$ cat config.mk
export PLATFORM = sky130hd
export DESIGN_NAME = obi_integrity_top
export DESIGN_NICKNAME = d
export VERILOG_FILES = /design/src/obi_integrity_pkg.sv /design/src/obi_integrity_ctrl.sv /design/src/obi_integrity_top.sv /design/src/obi_request_port.sv /design/src/obi_response_checker.sv /design/src/obi_txn_tracker.sv
export SDC_FILE = /design/constraint.sdc
export NUM_CORES = 1
export LEC_CHECK = 0
export ABC_CLOCK_PERIOD_IN_PS = 9560
export BUFFER_PORTS_ARGS = -buffer_cell sky130_fd_sc_hd__buf_2
export CAP_MARGIN = 20
export CORE_AREA = 5 5 114 116
export CTS_BUF_LIST = sky130_fd_sc_hd__clkbuf_16
export CTS_CLUSTER_DIAMETER = 30
export CTS_CLUSTER_SIZE = 12
export DETAILED_ROUTE_END_ITERATION = 16
export DIE_AREA = 0 0 119 121
export PLACE_DENSITY = 0.79
export REMOVE_ABC_BUFFERS = 1
export SKIP_CTS_REPAIR_TIMING = 1
export SKIP_LAST_GASP = 1
export SYNTH_ARGS = -nofsm -noshare
export SYNTH_HDL_FRONTEND = slang
export SYNTH_HIERARCHICAL = 1
export SYNTH_SLANG_ARGS = --single-unit
$ cat constraint.sdc
create_clock -name clk_i -period 9.56 [get_ports clk_i]
set_input_delay 0 -clock clk_i [delete_from_list [all_inputs] [get_ports clk_i]]
set_output_delay 0 -clock clk_i [all_outputs]
set_load 0.1 [all_outputs]
$ cat src/obi_integrity_pkg.sv
// OBI data bus integrity definitions

`default_nettype none

package obi_integrity_pkg;

  localparam int ADDR_W = 32;
  localparam int DATA_W = 32;
  localparam int ACHK_W = 12;
  localparam int RCHK_W = 5;

  // The exokay signal is not implemented on this bus
  localparam logic EXOKAY_TIE_OFF = 1'b0;

  // Request payload as it travels from the core to the bus
  typedef struct packed {
    logic [ADDR_W-1:0] addr;
    logic [3:0]        be;
    logic              we;
    logic [2:0]        prot;
    logic [1:0]        memtype;
    logic              dbg;
    logic [DATA_W-1:0] wdata;
  } obi_req_t;

  typedef struct packed {
    logic [DATA_W-1:0] rdata;
    logic              err;
    logic [RCHK_W-1:0] rchk;
  } obi_resp_t;

  typedef struct packed {
    logic [DATA_W-1:0] rdata;
    logic              err;
    logic              integrity_err;
  } core_resp_t;

  // One entry per granted transaction still waiting for its response
  typedef struct packed {
    logic is_store;
    logic had_integrity;
    logic gnt_parity_err;
  } txn_info_t;

  typedef enum logic [10:0] {
    FAULT_NONE  = 11'd0,
    FAULT_LOAD  = 11'd1026,
    FAULT_STORE = 11'd1027
  } fault_cause_e;

  // Control groups use odd parity, data and address bytes use even parity
  function automatic logic [ACHK_W-1:0] achk_compute(input obi_req_t req);
    return {^req.wdata[31:24], ^req.wdata[23:16], ^req.wdata[15:8], ^req.wdata[7:0],
            1'b0,
            ~^req.dbg,
            ~^{req.be, req.we},
            ~^{req.prot, req.memtype},
            ^req.addr[31:24], ^req.addr[23:16], ^req.addr[15:8], ^req.addr[7:0]};
  endfunction

  function automatic logic [RCHK_W-1:0] rchk_compute(input logic [DATA_W-1:0] rdata,
                                                      input logic err);
    return {^{err, EXOKAY_TIE_OFF},
            ^rdata[31:24], ^rdata[23:16], ^rdata[15:8], ^rdata[7:0]};
  endfunction

endpackage

`default_nettype wire

$ cat src/obi_integrity_ctrl.sv
// Integrity enable, alert and fault cause

`timescale 1ns/100ps
`default_nettype none

module obi_integrity_ctrl (
  input  logic                            clk_i,
  input  logic                            reset_i,
  input  logic                            cfg_we_i,
  input  logic                            cfg_integrity_en_i,
  input  logic                            obi_gnt_i,
  input  logic                            obi_gntpar_i,
  input  logic                            obi_rvalid_i,
  input  logic                            obi_rvalidpar_i,
  input  logic                            core_resp_valid_i,
  input  obi_integrity_pkg::core_resp_t   core_resp_i,
  input  logic                            resp_is_store_i,
  output obi_integrity_pkg::txn_info_t    push_info_o,
  output logic                            rvalid_parity_err_o,
  output logic                            alert_major_o,
  output obi_integrity_pkg::fault_cause_e fault_cause_o
);

  import obi_integrity_pkg::*;

  logic         integrity_en_q;
  logic         gnt_par_err;
  logic         rvalid_par_err;
  logic         par_alert_q;
  logic         resp_fault;
  fault_cause_e fault_cause_q;

  // Each parity bit must be the complement of its signal in every cycle
  assign gnt_par_err    = (obi_gnt_i == obi_gntpar_i);
  assign rvalid_par_err = (obi_rvalid_i == obi_rvalidpar_i);

  assign rvalid_parity_err_o = rvalid_par_err;

  // The top level fills in the store flag from the bus payload
  always_comb begin
    push_info_o.is_store       = 1'b0;
    push_info_o.had_integrity  = integrity_en_q;
    push_info_o.gnt_parity_err = gnt_par_err;
  end

  assign resp_fault = core_resp_valid_i && core_resp_i.integrity_err;

  // Response faults arrive already registered, parity faults one cycle late
  assign alert_major_o = par_alert_q || resp_fault;

  always_ff @(posedge clk_i) begin
    if (reset_i) begin
      integrity_en_q <= 1'b1;
      par_alert_q    <= 1'b0;
      fault_cause_q  <= FAULT_NONE;
    end else begin
      par_alert_q <= gnt_par_err || rvalid_par_err;
      if (cfg_we_i) begin
        integrity_en_q <= cfg_integrity_en_i;
      end
      // A config write clears the cause, otherwise the first fault sticks
      if (cfg_we_i) begin
        fault_cause_q <= FAULT_NONE;
      end else if (resp_fault && (fault_cause_q == FAULT_NONE)) begin
        fault_cause_q <= resp_is_store_i ? FAULT_STORE : FAULT_LOAD;
      end
    end
  end

  assign fault_cause_o = fault_cause_q;

endmodule

`default_nettype wire

$ cat src/obi_integrity_top.sv
// OBI data bus integrity unit

`timescale 1ns/100ps
`default_nettype none

module obi_integrity_top #(
  parameter int OUTSTANDING_DEPTH = 2
) (
  input  logic                                 clk_i,
  input  logic                                 reset_i,
  input  logic                                 core_req_valid_i,
  input  obi_integrity_pkg::obi_req_t          core_req_i,
  output logic                                 core_req_ready_o,
  output logic                                 obi_req_o,
  output logic                                 obi_reqpar_o,
  output obi_integrity_pkg::obi_req_t          obi_req_payload_o,
  output logic [obi_integrity_pkg::ACHK_W-1:0] obi_achk_o,
  input  logic                                 obi_gnt_i,
  input  logic                                 obi_gntpar_i,
  input  logic                                 obi_rvalid_i,
  input  logic                                 obi_rvalidpar_i,
  input  obi_integrity_pkg::obi_resp_t         obi_resp_i,
  output logic                                 core_resp_valid_o,
  output obi_integrity_pkg::core_resp_t        core_resp_o,
  input  logic                                 cfg_we_i,
  input  logic                                 cfg_integrity_en_i,
  output logic                                 alert_major_o,
  output obi_integrity_pkg::fault_cause_e      fault_cause_o
);

  import obi_integrity_pkg::*;

  logic      tracker_full;
  logic      push;
  txn_info_t ctrl_push_info;
  txn_info_t push_info;
  txn_info_t head;
  logic      rvalid_parity_err;
  logic      resp_is_store_q;

  assign push = obi_req_o && obi_gnt_i;

  always_comb begin
    push_info          = ctrl_push_info;
    push_info.is_store = obi_req_payload_o.we;
  end

  // Store flag follows the response through its register stage
  always_ff @(posedge clk_i) begin
    if (obi_rvalid_i) begin
      resp_is_store_q <= head.is_store;
    end
  end

  obi_request_port u_req_port (
    .clk_i, .reset_i, .core_req_valid_i, .core_req_i, .core_req_ready_o,
    .tracker_full_i (tracker_full),
    .obi_req_o, .obi_reqpar_o, .obi_req_payload_o, .obi_achk_o, .obi_gnt_i
  );

  obi_txn_tracker #(.OUTSTANDING_DEPTH(OUTSTANDING_DEPTH)) u_tracker (
    .clk_i, .reset_i,
    .push_i      (push),
    .push_info_i (push_info),
    .pop_i       (obi_rvalid_i),
    .full_o      (tracker_full),
    .head_o      (head)
  );

  obi_response_checker u_resp_checker (
    .clk_i, .reset_i, .obi_rvalid_i, .obi_resp_i,
    .head_i              (head),
    .rvalid_parity_err_i (rvalid_parity_err),
    .core_resp_valid_o, .core_resp_o
  );

  obi_integrity_ctrl u_ctrl (
    .clk_i, .reset_i, .cfg_we_i, .cfg_integrity_en_i,
    .obi_gnt_i, .obi_gntpar_i, .obi_rvalid_i, .obi_rvalidpar_i,
    .core_resp_valid_i   (core_resp_valid_o),
    .core_resp_i         (core_resp_o),
    .resp_is_store_i     (resp_is_store_q),
    .push_info_o         (ctrl_push_info),
    .rvalid_parity_err_o (rvalid_parity_err),
    .alert_major_o, .fault_cause_o
  );

endmodule

`default_nettype wire

$ cat src/obi_request_port.sv
// OBI request port with checksum generation

`timescale 1ns/100ps
`default_nettype none

module obi_request_port (
  input  logic                                 clk_i,
  input  logic                                 reset_i,
  input  logic                                 core_req_valid_i,
  input  obi_integrity_pkg::obi_req_t          core_req_i,
  output logic                                 core_req_ready_o,
  input  logic                                 tracker_full_i,
  output logic                                 obi_req_o,
  output logic                                 obi_reqpar_o,
  output obi_integrity_pkg::obi_req_t          obi_req_payload_o,
  output logic [obi_integrity_pkg::ACHK_W-1:0] obi_achk_o,
  input  logic                                 obi_gnt_i
);

  import obi_integrity_pkg::*;

  logic              req_q;
  obi_req_t          payload_q;
  logic [ACHK_W-1:0] achk_q;
  logic              accept;
  logic              granted;

  // Only one request is held at a time, and the tracker must have room for it
  assign core_req_ready_o = !req_q && !tracker_full_i;
  assign accept           = core_req_valid_i && core_req_ready_o;
  assign granted          = req_q && obi_gnt_i;

  always_ff @(posedge clk_i) begin
    if (reset_i) begin
      req_q <= 1'b0;
    end else if (accept) begin
      req_q <= 1'b1;
    end else if (granted) begin
      req_q <= 1'b0;
    end
  end

  // The checksum is computed from the core request so it is stable
  // for as long as the payload is held on the bus
  always_ff @(posedge clk_i) begin
    if (accept) begin
      payload_q <= core_req_i;
      achk_q    <= achk_compute(core_req_i);
    end
  end

  assign obi_req_o         = req_q;
  assign obi_reqpar_o      = ~req_q;
  assign obi_req_payload_o = payload_q;
  assign obi_achk_o        = achk_q;

endmodule

`default_nettype wire

$ cat src/obi_response_checker.sv
// OBI response checksum checker

`timescale 1ns/100ps
`default_nettype none

module obi_response_checker (
  input  logic                          clk_i,
  input  logic                          reset_i,
  input  logic                          obi_rvalid_i,
  input  obi_integrity_pkg::obi_resp_t  obi_resp_i,
  input  obi_integrity_pkg::txn_info_t  head_i,
  input  logic                          rvalid_parity_err_i,
  output logic                          core_resp_valid_o,
  output obi_integrity_pkg::core_resp_t core_resp_o
);

  import obi_integrity_pkg::*;

  logic [RCHK_W-1:0] rchk_exp;
  logic              rchk_mismatch;
  logic              chk_err;
  core_resp_t        resp_d;
  core_resp_t        resp_q;
  logic              valid_q;

  always_comb begin
    rchk_exp = rchk_compute(obi_resp_i.rdata, obi_resp_i.err);
    // A store returns no read data, so only the err/exokay bit is meaningful
    if (head_i.is_store) begin
      rchk_mismatch = (rchk_exp[RCHK_W-1] != obi_resp_i.rchk[RCHK_W-1]);
    end else begin
      rchk_mismatch = (rchk_exp != obi_resp_i.rchk);
    end
  end

  // Checksum faults only count for requests issued with integrity enabled
  assign chk_err = head_i.had_integrity && rchk_mismatch;

  always_comb begin
    resp_d.rdata         = obi_resp_i.rdata;
    resp_d.err           = obi_resp_i.err;
    resp_d.integrity_err = chk_err || rvalid_parity_err_i || head_i.gnt_parity_err;
  end

  always_ff @(posedge clk_i) begin
    if (reset_i) begin
      valid_q <= 1'b0;
    end else begin
      valid_q <= obi_rvalid_i;
    end
  end

  always_ff @(posedge clk_i) begin
    if (obi_rvalid_i) begin
      resp_q <= resp_d;
    end
  end

  assign core_resp_valid_o = valid_q;
  assign core_resp_o       = resp_q;

endmodule

`default_nettype wire

$ cat src/obi_txn_tracker.sv
// Outstanding transaction queue

`timescale 1ns/100ps
`default_nettype none

module obi_txn_tracker #(
  parameter int OUTSTANDING_DEPTH = 2
) (
  input  logic                         clk_i,
  input  logic                         reset_i,
  input  logic                         push_i,
  input  obi_integrity_pkg::txn_info_t push_info_i,
  input  logic                         pop_i,
  output logic                         full_o,
  output obi_integrity_pkg::txn_info_t head_o
);

  import obi_integrity_pkg::*;

  localparam int PTR_W = (OUTSTANDING_DEPTH > 1) ? $clog2(OUTSTANDING_DEPTH) : 1;
  localparam int CNT_W = $clog2(OUTSTANDING_DEPTH + 1);
  localparam logic [PTR_W-1:0] LAST_IDX = PTR_W'(OUTSTANDING_DEPTH - 1);

  txn_info_t        entries_q [OUTSTANDING_DEPTH];
  logic [PTR_W-1:0] wr_ptr_q;
  logic [PTR_W-1:0] rd_ptr_q;
  logic [CNT_W-1:0] count_q;
  logic             do_push;
  logic             do_pop;

  function automatic logic [PTR_W-1:0] next_ptr(input logic [PTR_W-1:0] ptr);
    return (ptr == LAST_IDX) ? '0 : ptr + 1'b1;
  endfunction

  assign do_pop  = pop_i && (count_q != '0);
  // A full queue can still take a push when the head leaves in the same cycle
  assign do_push = push_i && (!full_o || do_pop);

  always_ff @(posedge clk_i) begin
    if (reset_i) begin
      wr_ptr_q <= '0;
      rd_ptr_q <= '0;
      count_q  <= '0;
    end else begin
      if (do_push) begin
        wr_ptr_q <= next_ptr(wr_ptr_q);
      end
      if (do_pop) begin
        rd_ptr_q <= next_ptr(rd_ptr_q);
      end
      case ({do_push, do_pop})
        2'b10:   count_q <= count_q + 1'b1;
        2'b01:   count_q <= count_q - 1'b1;
        default: count_q <= count_q;
      endcase
    end
  end

  always_ff @(posedge clk_i) begin
    if (do_push) begin
      entries_q[wr_ptr_q] <= push_info_i;
    end
  end

  assign full_o = (count_q == CNT_W'(OUTSTANDING_DEPTH));

  // Responses return in order, so the oldest entry belongs to the next one
  assign head_o = entries_q[rd_ptr_q];

endmodule

`default_nettype wire

==> results of run 1 <==
[through the flow]
step / hold WS [ns] / cells / instance area, µm²
2_1_floorplan: 0.0691 / 287 / 5250
3_3_place_gp: 0.191 / 684 / 6700
3_5_place_dp: 0.195 / 684 / 6700
4_1_cts: -0.246 / 716 / 7320
5_1_grt: 0.105 / 831 / 8470
6_report: 0.116 / 831 / 8470
[final timing paths]
path	to	slack, ns
min	u_resp_checker/core_resp_o[0]	0.12
min reg2reg	u_tracker/entries_q[0][1]	0.47
max reg2reg	u_req_port/obi_req_payload_o[11]	7.56
max	u_req_port/obi_req_payload_o[11]	7.56
[per-layer routing]
metal	up-vias	global-route usage (%)	routed length, µm
li1	1783	-	-
met5	-	0	0
met3	28	10.3	1700
met1	1855	17.1	5490
met2	219	29.9	8040
met4	0	7.17	355
[placed cells by master (no fill, tap or decap), drive strengths merged, types with 2 or more instances in the layout]
cell type / instances
buf: 250
edfxtp: 127
dlygate4sd3: 115
xnor2: 78
clkbuf: 17
xor2: 16
nor2: 11
dfxtp: 11
conb: 9
inv: 7
clkinv: 6
bufinv: 4
xnor3: 4
mux2: 4
clkinvlp: 3
o21a: 3
nor2b: 2
a21oi: 2
o21ai: 2
[power by group through the flow]
stage	Clock [µW]	Combinational (µW)	Sequential (µW)
CTS	696	596	753
global route	726	658	759
detailed placement	0	595	765
floorplan	0	128	1130
global placement	0	588	762
finish	685	638	754
[worst min-delay path, delay by kind of cell]
kind	cells	cell delay (ns)
xor+xnor	1	0.16
buf+inv	1	0.09
compound gates	2	0.16
[area by class of cell]
type / count / area (µm²) / area share [%]
Inverter: 5 / 18.8 / 0.222
Multi-Input combinational cell: 144 / 1200 / 14.2
Sequential cell: 138 / 4030 / 47.6
Clock buffer: 17 / 425 / 5.02
Tap cell: 147 / 184 / 2.17
Timing Repair Buffer: 365 / 2400 / 28.4
Clock inverter: 15 / 198 / 2.33
[sequential cells by signal (all words and copies together) (netlist names), 2 cells and up, named ones only]
register	flops
u_tracker/entries_q	6
u_ctrl/fault_cause_o	2
u_tracker/count_q	2
u_req_port/obi_achk_o	11
u_resp_checker/core_resp_o	34
u_req_port/obi_req_payload_o	75
==> key figures, run 1 <==
Run status
  – Status: complete, no violations

Layout
  – Number of diodes: 0
  – Final Util: 71.7%
  – Synth-to-Final Area Change: 59.3%
  – Nets: roughly 800
  – Layout fillers: 716
  – Share of cells above drive strength 1: 42.1%

Route
  – Post-DR vias/cell: ~4.7
  – Vias: 3885
  – Routed Antenna Nets: 0
  – DRT iter0 DRCs: ~290
  – Residual DRC count: 0
  – DR pass1 iterations: 4
  – Total Routed Length: 15600 µm
  – Wire length per cell: 18.8 µm

Die
  – Die width: ~120 µm
  – Top Ports: 259
  – Core box area: roughly 12000 µm²
  – Row Count: 40
  – Initial Util: between 40% and 50%
  – Die area: 14400 µm²
  – Die height: ~120 µm

Place
  – Port Buf Inserts: 249
  – DP HPWL: a little under 10000 µm
  – Pre-CTS setup slack: 7.56 ns
  – Final Wtd Congestion: about 0.83

Setup path
  – FF-to-FF path depth: 3
  – Cell family with most CP delay: buffers and inverters
  – CP endpoint kind: register
  – Worst EP required: approximately 9.6 ns
  – Critical path's slowest cell: buf_4
  – Worst EP arrival: slightly above 2 ns
  – Worst path cell trace: nor2_1, nor3b_2, buf_4
  – Crit-path max cell delay: roughly 0.85 ns
  – Stages on worst setup path: 3
  – RR Startpoint: u_tracker/count_q[0]
  – Worst Path Buf+Inv: 1
  – Worst-path fanout max: 87
  – Critical Path Start Type: register
  – CP Class: register to register
  – Beginning of the critical path: u_tracker/count_q[0]

Synthesis
  – Post-Syn Area: 5320 µm²
  – Synthesized area per cell: roughly 18 µm²
  – Synth Instances: just under 300
  – Warnings, synthesis: 6

Timing
  – Final hold viol count: 0
  – Worst Skew: between 0.009 and 0.01 ns
  – Min Tclk post-route: around 2.0 ns
  – Fin crit share: between 20% and 30%
  – RSZ-0062 raised after global routing: no
  – Relative slew margins: 26.0%
  – Setup-failing EPs final: 0
  – Worst Tran Pin Value: around 1.1 ns
  – Pins Over Slew Limit: 0
  – TNS Setup: 0 ns
  – Fmax: 0.499 GHz
  – Min setup slack post-route: between 7 and 8 ns

Flow run
  – Max-Cap Viols: 0

GRT
  – First-pass GRT wire length: between 15000 and 20000 µm
  – Vias in the first global route: between 3000 and 4000
  – Initial antenna violation count: 0
  – Overall Global Routing Usage: between 10% and 20%
  – Largest net degree at the start of global routing: 88
  – Grt total ovfl: 0

Hold path
  – Hold_sp: obi_resp_i[4]
  – Hold Path Depth: 4
  – Worst Hold Class: primary input to register

Power
  – Seq pwr share: roughly 36%
  – Logic pwr share: between 30% and 40%
  – Power Total: a little over 2000 µW
  – P_sw: between 700 and 800 µW
  – Internal: approximately 1300 µW
  – VDD IR-drop max: about 0.17 mV
  – Clock share of power: about a third
  – Pwr dens: 245 nW/µm²
  – Leak: 0.00352 µW
  – Sw Share: between 30% and 40%

Clocking
  – CTS buffer count: 17
  – Maximum root-to-sink buffer count: 2
  – Later-pin clock latency in the skew report: 0.42 ns
  – Root Buffer: clkbuf_16
  – Htree depth: 4
  – CTS sink cnt: 138
  – Worst-path clk slew: 0.06 ns
  – CTS tree: done
(Power assumes the default switching activity.)
==> run 2, diff against run 1 <==
--- a/config.mk
+++ b/config.mk
@@ -5,16 +5,16 @@
 export SDC_FILE = /design/constraint.sdc
 export NUM_CORES = 1
 export LEC_CHECK = 0
-export ABC_CLOCK_PERIOD_IN_PS = 9560
+export ABC_CLOCK_PERIOD_IN_PS = 1800
 export BUFFER_PORTS_ARGS = -buffer_cell sky130_fd_sc_hd__buf_2
 export CAP_MARGIN = 20
-export CORE_AREA = 5 5 114 116
+export CORE_AREA = 5 5 120 122
 export CTS_BUF_LIST = sky130_fd_sc_hd__clkbuf_16
 export CTS_CLUSTER_DIAMETER = 30
 export CTS_CLUSTER_SIZE = 12
 export DETAILED_ROUTE_END_ITERATION = 16
-export DIE_AREA = 0 0 119 121
-export PLACE_DENSITY = 0.79
+export DIE_AREA = 0 0 125 127
+export PLACE_DENSITY = 0.75
 export REMOVE_ABC_BUFFERS = 1
 export SKIP_CTS_REPAIR_TIMING = 1
 export SKIP_LAST_GASP = 1
==> constraint.sdc (replaced) <==
create_clock -name clk_i -period 1.8 [get_ports clk_i]
set_input_delay 0 -clock clk_i [delete_from_list [all_inputs] [get_ports clk_i]]
set_output_delay 0 -clock clk_i [all_outputs]
set_load 0.1 [all_outputs]
==> run 2 against run 1 <==
  * Combinational power rose to 5.4 times the previous value
  * Die area rose by 10%
  * Largest cell class unchanged
  * Critical endpoint is now u_resp_checker/core_resp_o[0]
  * Non-clock buffer count increased by 7
  * Register-to-register slack lost 7.4 ns
  * Setup slack got worse by 7.5 ns
  * Via count up 0.23%
  * Cell area is 1.5% higher
  * Sequential share of layout area shrank 0.69 points
==> key figures, run 2 (synthesis results as in run 1) <==
Run status
  – Status: complete, no violations (unchanged)

Die
  – Row Count: 42 (was 40)
  – Top Ports: 259 (unchanged)
  – Die height: 127 µm (was 121 µm)
  – Die width: 125 µm (was 119 µm)
  – Core box area: 13100 µm² (was 11800 µm²)
  – Initial Util: 40.6% (was 45.0%)
  – Die area: 15900 µm² (was 14400 µm²)

Layout
  – Register Area: 4030 µm² (unchanged)
  – Final std cells w/o fill: 867 (was 831)
  – Share of cells above drive strength 1: 42.1% (about the same)
  – Nets: 801 (was 794)
  – Layout fillers: 862 (was 716)
  – Number of diodes: 0 (unchanged)
  – Synth-to-Final Area Change: 61.6% (was 59.3%)
  – Commonest non-fill, non-tap cell in the layout: buf_2 (unchanged)
  – Footprint of the multi-input gates: 1200 µm² (unchanged)
  – Leading cell types in the layout, fill and taps excluded: buf_2 (249), edfxtp_1 (127), dlygate4sd3_1 (115) (unchanged)
  – Max reg flops: 75 (unchanged)

Route
  – Residual DRC count: 0 (unchanged)
  – DR pass1 iterations: 4 (unchanged)
  – Routed Antenna Nets: 0 (unchanged)
  – Vias: 3894 (was 3885)
  – Post-DR vias/cell: 4.49 (was 4.68)
  – Total Routed Length: 15100 µm (was 15600 µm)
  – Wire length per cell: 17.4 µm (was 18.8 µm)
  – DRT iter0 DRCs: 202 (was 288)

Power
  – P_sw: 4020 µW (was 767 µW)
  – Leak: 0.00356 µW (was 0.00352 µW)
  – Logic pwr share: 31.2% (was 30.7%)
  – Sw Share: 36.6% (was 36.9%)
  – Clock share of power: 32.4% (was 33.0%)
  – Seq pwr share: 36.4% (was 36.3%)
  – Internal: 6970 µW (was 1310 µW)
  – VDD IR-drop max: 0.918 mV (was 0.167 mV)
  – Pwr dens: 1280 nW/µm² (was 245 nW/µm²)

Timing
  – Min setup slack post-route: 0.0402 ns (was 7.56 ns)
  – Min Tclk post-route: 1.76 ns
  – Fmax: 0.568 GHz
  – Relative slew margins: 65.5% (was 26.0%)
  – Final hold viol count: 0 (unchanged)
  – Setup-failing EPs final: 0 (unchanged)
  – Pins Over Slew Limit: 0 (unchanged)
  – TNS Setup: 0 ns (unchanged)
  – Worst Skew: 0.0108 ns (was 0.00904 ns)
  – Worst Tran Pin Value: 0.521 ns (was 1.11 ns)
  – Fin crit share: between 90% and 100%

Clocking
  – Later-pin clock latency in the skew report: 0.42 ns (about the same)
  – CTS sink cnt: 138 (unchanged)
  – Root Buffer: clkbuf_16 (unchanged)
  – Htree depth: 4 (unchanged)
  – CTS tree: done (unchanged)
  – Maximum root-to-sink buffer count: 2 (unchanged)
  – CTS buffer count: 17 (unchanged)
  – Worst-path clk slew: 0.06 ns (about the same)

GRT
  – Largest net degree at the start of global routing: 37 (was 88)
  – Overall Global Routing Usage: 15.8% (was 17.4%)
  – Vias in the first global route: 3737 (was 3537)
  – Initial antenna violation count: 0 (unchanged)
  – First-pass GRT wire length: 19300 µm (was 18800 µm)
  – Grt total ovfl: 0 (unchanged)

Setup path
  – CP endpoint kind: register (unchanged)
  – Cell family with most CP delay: XOR/XNOR gates (was buffers and inverters)
  – Crit path top cell by count: xnor2_1
  – Worst-path fanout max: 2 (was 87)
  – Worst EP required: 1.95 ns (was 9.59 ns)
  – CP Class: primary input to register (was register to register)
  – Critical Path Start Type: primary input (was register)
  – Critical path's slowest cell: dlygate4sd3_1 (was buf_4)
  – Worst Path Buf+Inv: 2 (was 1)
  – Worst EP arrival: 1.91 ns (was 2.04 ns)
  – Crit-path max cell delay: 0.53 ns (was 0.85 ns)
  – Worst path cell trace: dlygate4sd3_1, buf_2, xnor2_1, xnor3_2, xnor2_1, nor4_1, o21ai_1 (was nor2_1, nor3b_2, buf_4)

Place
  – Final Wtd Congestion: 0.882 (was 0.831)
  – Pre-CTS setup slack: 0.203 ns (was 7.56 ns)
  – DP HPWL: 9820 µm (was 9740 µm)
  – Inst Count DP: 720 (was 684)
  – Port Buf Inserts: 249 (unchanged)

Flow run
  – Max-Cap Viols: 0 (unchanged)

Hold path
  – Worst Hold Class: primary input to register (unchanged)
-- run 2: path summary, 6_finish.rpt --
kind / startpoint / endpoint / slack, ns / cells past startpoint
setup / recovery: obi_resp_i[20] / u_resp_checker/core_resp_o[0] / 0.04 / 7
setup reg to reg: u_tracker/count_q[1] / u_tracker/count_q[1] / 0.19 / 5
hold / removal: obi_rvalid_i / u_ctrl/par_alert_q / 0.07 / 3
hold reg to reg: u_ctrl/integrity_en_q / u_tracker/entries_q[0][1] / 0.48 / 0
-- run 2: power groups by stage --
stage | Combinational [µW] | Sequential [µW] | Clock, µW
after floorplan | 680 | 6010 | 0
after global placement | 3190 | 4050 | 0
after detailed placement | 3210 | 4060 | 0
after CTS | 3220 | 4000 | 3610
after global routing | 3550 | 4030 | 3770
final | 3430 | 4000 | 3560
-- run 2: cell type report --
| cell class | count | area share [%] |
|---|---|---|
| clock buffer | 17 | 4.95 |
| sequential | 138 | 46.9 |
| inverter | 5 | 0.218 |
| clock inverter | 15 | 2.13 |
| tap | 176 | 2.56 |
| timing repair buffer | 372 | 29.2 |
| multi-input combinational | 144 | 14.0 |
-- run 2: through the flow --
step / instance area [µm²] / util (%) / total power, µW / hold slack (ns)
finish: 8590 / 65.7 / 11000 / 0.0661
global route: 8590 / 65.7 / 11300 / 0.0763
CTS: 7440 / 56.9 / 10800 / -0.233
detailed placement: 6830 / 52.2 / 7270 / 0.204
global placement: 6830 / 52.2 / 7240 / 0.192
floorplan: 5250 / - / 6690 / 0.0691
-- run 2: tightest hold or removal path, stage by stage --
cell	delay, ns
buf_2	0.14
xnor2_1	0.16
o21ba_1	0.13
-- run 2: routing by layer --
metal | track usage, % | part of all wire, % | vias up
li1 | - | - | 1801
met1 | 15.6 | 36 | 1856
met2 | 27.3 | 51 | 219
met3 | 9.06 | 11 | 18
met4 | 6.95 | 2.0 | 0
met5 | 0 | 0 | -
==> run 3, diff against run 2 <==
--- a/config.mk
+++ b/config.mk
@@ -5,16 +5,16 @@
 export SDC_FILE = /design/constraint.sdc
 export NUM_CORES = 1
 export LEC_CHECK = 0
-export ABC_CLOCK_PERIOD_IN_PS = 1800
+export ABC_CLOCK_PERIOD_IN_PS = 2100
 export BUFFER_PORTS_ARGS = -buffer_cell sky130_fd_sc_hd__buf_2
 export CAP_MARGIN = 20
-export CORE_AREA = 5 5 120 122
+export CORE_AREA = 5 5 111 113
 export CTS_BUF_LIST = sky130_fd_sc_hd__clkbuf_16
 export CTS_CLUSTER_DIAMETER = 30
 export CTS_CLUSTER_SIZE = 12
 export DETAILED_ROUTE_END_ITERATION = 16
-export DIE_AREA = 0 0 125 127
-export PLACE_DENSITY = 0.75
+export DIE_AREA = 0 0 116 118
+export PLACE_DENSITY = 0.83
 export REMOVE_ABC_BUFFERS = 1
 export SKIP_CTS_REPAIR_TIMING = 1
 export SKIP_LAST_GASP = 1
==> constraint.sdc (replaced) <==
create_clock -name clk_i -period 2.1 [get_ports clk_i]
set_input_delay 0 -clock clk_i [delete_from_list [all_inputs] [get_ports clk_i]]
set_output_delay 0 -clock clk_i [all_outputs]
set_load 0.1 [all_outputs]
==> run 3 against run 2 <==
  * Sequential share of layout area rose by 0.83 points
  * Clock skew is 0.0021 ns lower
  * Combinational power is 15% lower
  * Critical path type unchanged
  * Highest routed layer unchanged
  * Critical endpoint unchanged
  * First-iteration DRC count grew 18%
  * Register-to-register slack improved by 0.16 ns
  * Core utilization is 9.6 points higher
  * Hold slack lost 0.047 ns
  * Sequential power shrank 14%
  * Clock-buffer cell count unchanged
  * Die area shrank 14%
==> key figures, run 3 (synthesis results as in run 1) <==
Clocking
  – Maximum root-to-sink buffer count: 2 (unchanged)
  – Htree depth: 4 (unchanged)
  – Root Buffer: clkbuf_16 (unchanged)
  – CTS sink cnt: 138 (unchanged)
  – CTS buffer count: 17 (unchanged)
  – Later-pin clock latency in the skew report: 0.40 ns (was 0.42 ns)
  – Worst-path clk slew: 0.06 ns (about the same)
  – CTS tree: done (unchanged)

Die
  – Die area: 13700 µm² (was 15900 µm²)
  – Core box area: 11200 µm² (was 13100 µm²)
  – Initial Util: 47.4% (was 40.6%)
  – Row Count: 39 (was 42)
  – Top Ports: 259 (unchanged)
  – Die height: 118 µm (was 127 µm)
  – Die width: 116 µm (was 125 µm)

Place
  – Pre-CTS setup slack: 0.417 ns (was 0.203 ns)
  – DP HPWL: 9870 µm (was 9820 µm)
  – Port Buf Inserts: 249 (unchanged)
  – Final Wtd Congestion: 0.837 (was 0.882)

Timing
  – Min Tclk post-route: about 1.8 ns
  – Min setup slack post-route: 0.322 ns (was 0.0402 ns)
  – Final hold viol count: 0 (unchanged)
  – Setup-failing EPs final: 0 (unchanged)
  – Worst Tran Pin Value: 0.547 ns (was 0.521 ns)
  – Relative slew margins: 63.8% (was 65.5%)
  – RSZ-0062 raised after global routing: no
  – Worst Skew: 0.00874 ns (was 0.0108 ns)
  – Fin crit share: 84.7%
  – TNS Setup: 0 ns (unchanged)
  – Pins Over Slew Limit: 0 (unchanged)
  – Fmax: 0.562 GHz

Route
  – DRT iter0 DRCs: 239 (was 202)
  – Post-DR vias/cell: 4.75 (was 4.49)
  – Total Routed Length: 16200 µm (was 15100 µm)
  – Routed Antenna Nets: 0 (unchanged)
  – DR pass1 iterations: 4 (unchanged)
  – Residual DRC count: 0 (unchanged)
  – Wire length per cell: 19.6 µm (was 17.4 µm)
  – Vias: 3935 (was 3894)

Layout
  – Synth-to-Final Area Change: 58.8% (was 61.6%)
  – Max reg flops: 75 (unchanged)
  – Layout fillers: 661 (was 862)
  – Commonest non-fill, non-tap cell in the layout: buf_2 (unchanged)
  – Share of cells above drive strength 1: 41.7% (was 42.1%)
  – Leading cell types in the layout, fill and taps excluded: buf_2 (249), edfxtp_1 (127), dlygate4sd3_1 (114) (was buf_2 (249), edfxtp_1 (127), dlygate4sd3_1 (115))
  – Register Area: 4030 µm² (unchanged)
  – Nets: 795 (was 801)
  – Footprint of the multi-input gates: 1200 µm² (unchanged)

Setup path
  – Worst EP arrival: 1.92 ns (was 1.91 ns)
  – Critical path's slowest cell: dlygate4sd3_1 (unchanged)
  – Crit path top cell by count: xnor2_1 (unchanged)
  – CP endpoint kind: register (unchanged)
  – Critical Path Start Type: primary input (unchanged)
  – Worst-path fanout max: 2 (unchanged)
  – RR Startpoint: u_tracker/count_q[1] (unchanged)
  – Crit-path max cell delay: 0.55 ns (was 0.53 ns)
  – Worst EP required: 2.25 ns (was 1.95 ns)
  – CP Class: primary input to register (unchanged)
  – Worst path cell trace: dlygate4sd3_1, buf_2, xnor2_1, xnor3_1, xnor2_1, nor4_1, o21ai_1 (was dlygate4sd3_1, buf_2, xnor2_1, xnor3_2, xnor2_1, nor4_1, o21ai_1)
  – Beginning of the critical path: obi_resp_i[10] (was obi_resp_i[20])

Hold path
  – Hold_sp: obi_gntpar_i (was obi_rvalid_i)
  – Worst Hold Class: primary input to register (unchanged)

Power
  – VDD IR-drop max: 0.659 mV (was 0.918 mV)
  – Power Total: 9290 µW (was 11000 µW)
  – Leak: 0.00351 µW (was 0.00356 µW)
  – Pwr dens: 1100 nW/µm² (was 1280 nW/µm²)

GRT
  – Largest net degree at the start of global routing: 61 (was 37)
  – Initial antenna violation count: 1 (was 0)
  – Grt total ovfl: 0 (unchanged)
  – First-pass GRT wire length: 18400 µm (was 19300 µm)
  – Overall Global Routing Usage: 18.0% (was 15.8%)
  – Vias in the first global route: 3568 (was 3737)

Flow run
  – Max-Cap Viols: 0 (unchanged)

Run status
  – Status: complete, no violations (unchanged)
==> run 3: cell count changes in the layout (fill, tap and decap cells not counted) <==
cell,change
inv_6,+1
bufinv_16,-1
buf_12,-3
diode_2,+1
clkinv_2,-1
buf_4,-2
dlygate4sd3_1,-1
==> run 3: path summary, 6_finish.rpt <==
| check | to | slack, ns | cells after the start |
|---|---|---|---|
| worst min register to register | u_tracker/entries_q[1][2] | 0.47 | 0 |
| worst max register to register | u_tracker/count_q[1] | 0.35 | 5 |
| worst min-delay path | u_tracker/entries_q[1][0] | 0.02 | 2 |
| worst max-delay path | u_resp_checker/core_resp_o[0] | 0.32 | 7 |
==> run 3: area by class of cell <==
cell class,count,area share (%)
clock buffers,17,5.04
multi-input cells,144,14.3
clock inverters,14,1.85
inverters,5,0.222
repair buffers,366,28.7
flip-flops and latches,138,47.8
well taps,143,2.12
diodes,1,0.0296
==> run 3: worst max-delay path: cells and delay by family <==
family                    cells  cell delay [ns]
AOI/OAI and AO/OA             1             0.12
xor gates and xnor gates      3             0.77
buffers and inverters         2             0.69
and+or+nand+nor               1             0.34
==> run 3: routing by layer <==
metal	vias to the layer above	global-route usage (%)	part of all wire [%]
met5	-	0	0
met1	1891	17.5	34
met4	0	6.31	2.3
met3	25	10.2	11
met2	230	31.3	53
li1	1789	-	-
==> run 3: power by group <==
group / leakage, µW / total, µW / internal [µW] / switching [µW]
Sequential: 0.00131 / 3440 / 3340 / 106
Clock: 0.000283 / 2940 / 1840 / 1090
Combinational: 0.00192 / 2920 / 648 / 2270
Total: 0.00351 / 9290 / 5830 / 3470
==> run 3: through the flow <==
stage | hold WS, ns | utilization [%] | cells | area [µm²]
after floorplan | 0.0691 | - | 287 | 5250
after global placement | 0.195 | 59.9 | 682 | 6720
after detailed placement | 0.204 | 59.9 | 682 | 6720
after CTS | -0.228 | 65.0 | 713 | 7300
after global routing | 0.0127 | 75.2 | 828 | 8440
final | 0.0193 | 75.2 | 828 | 8440
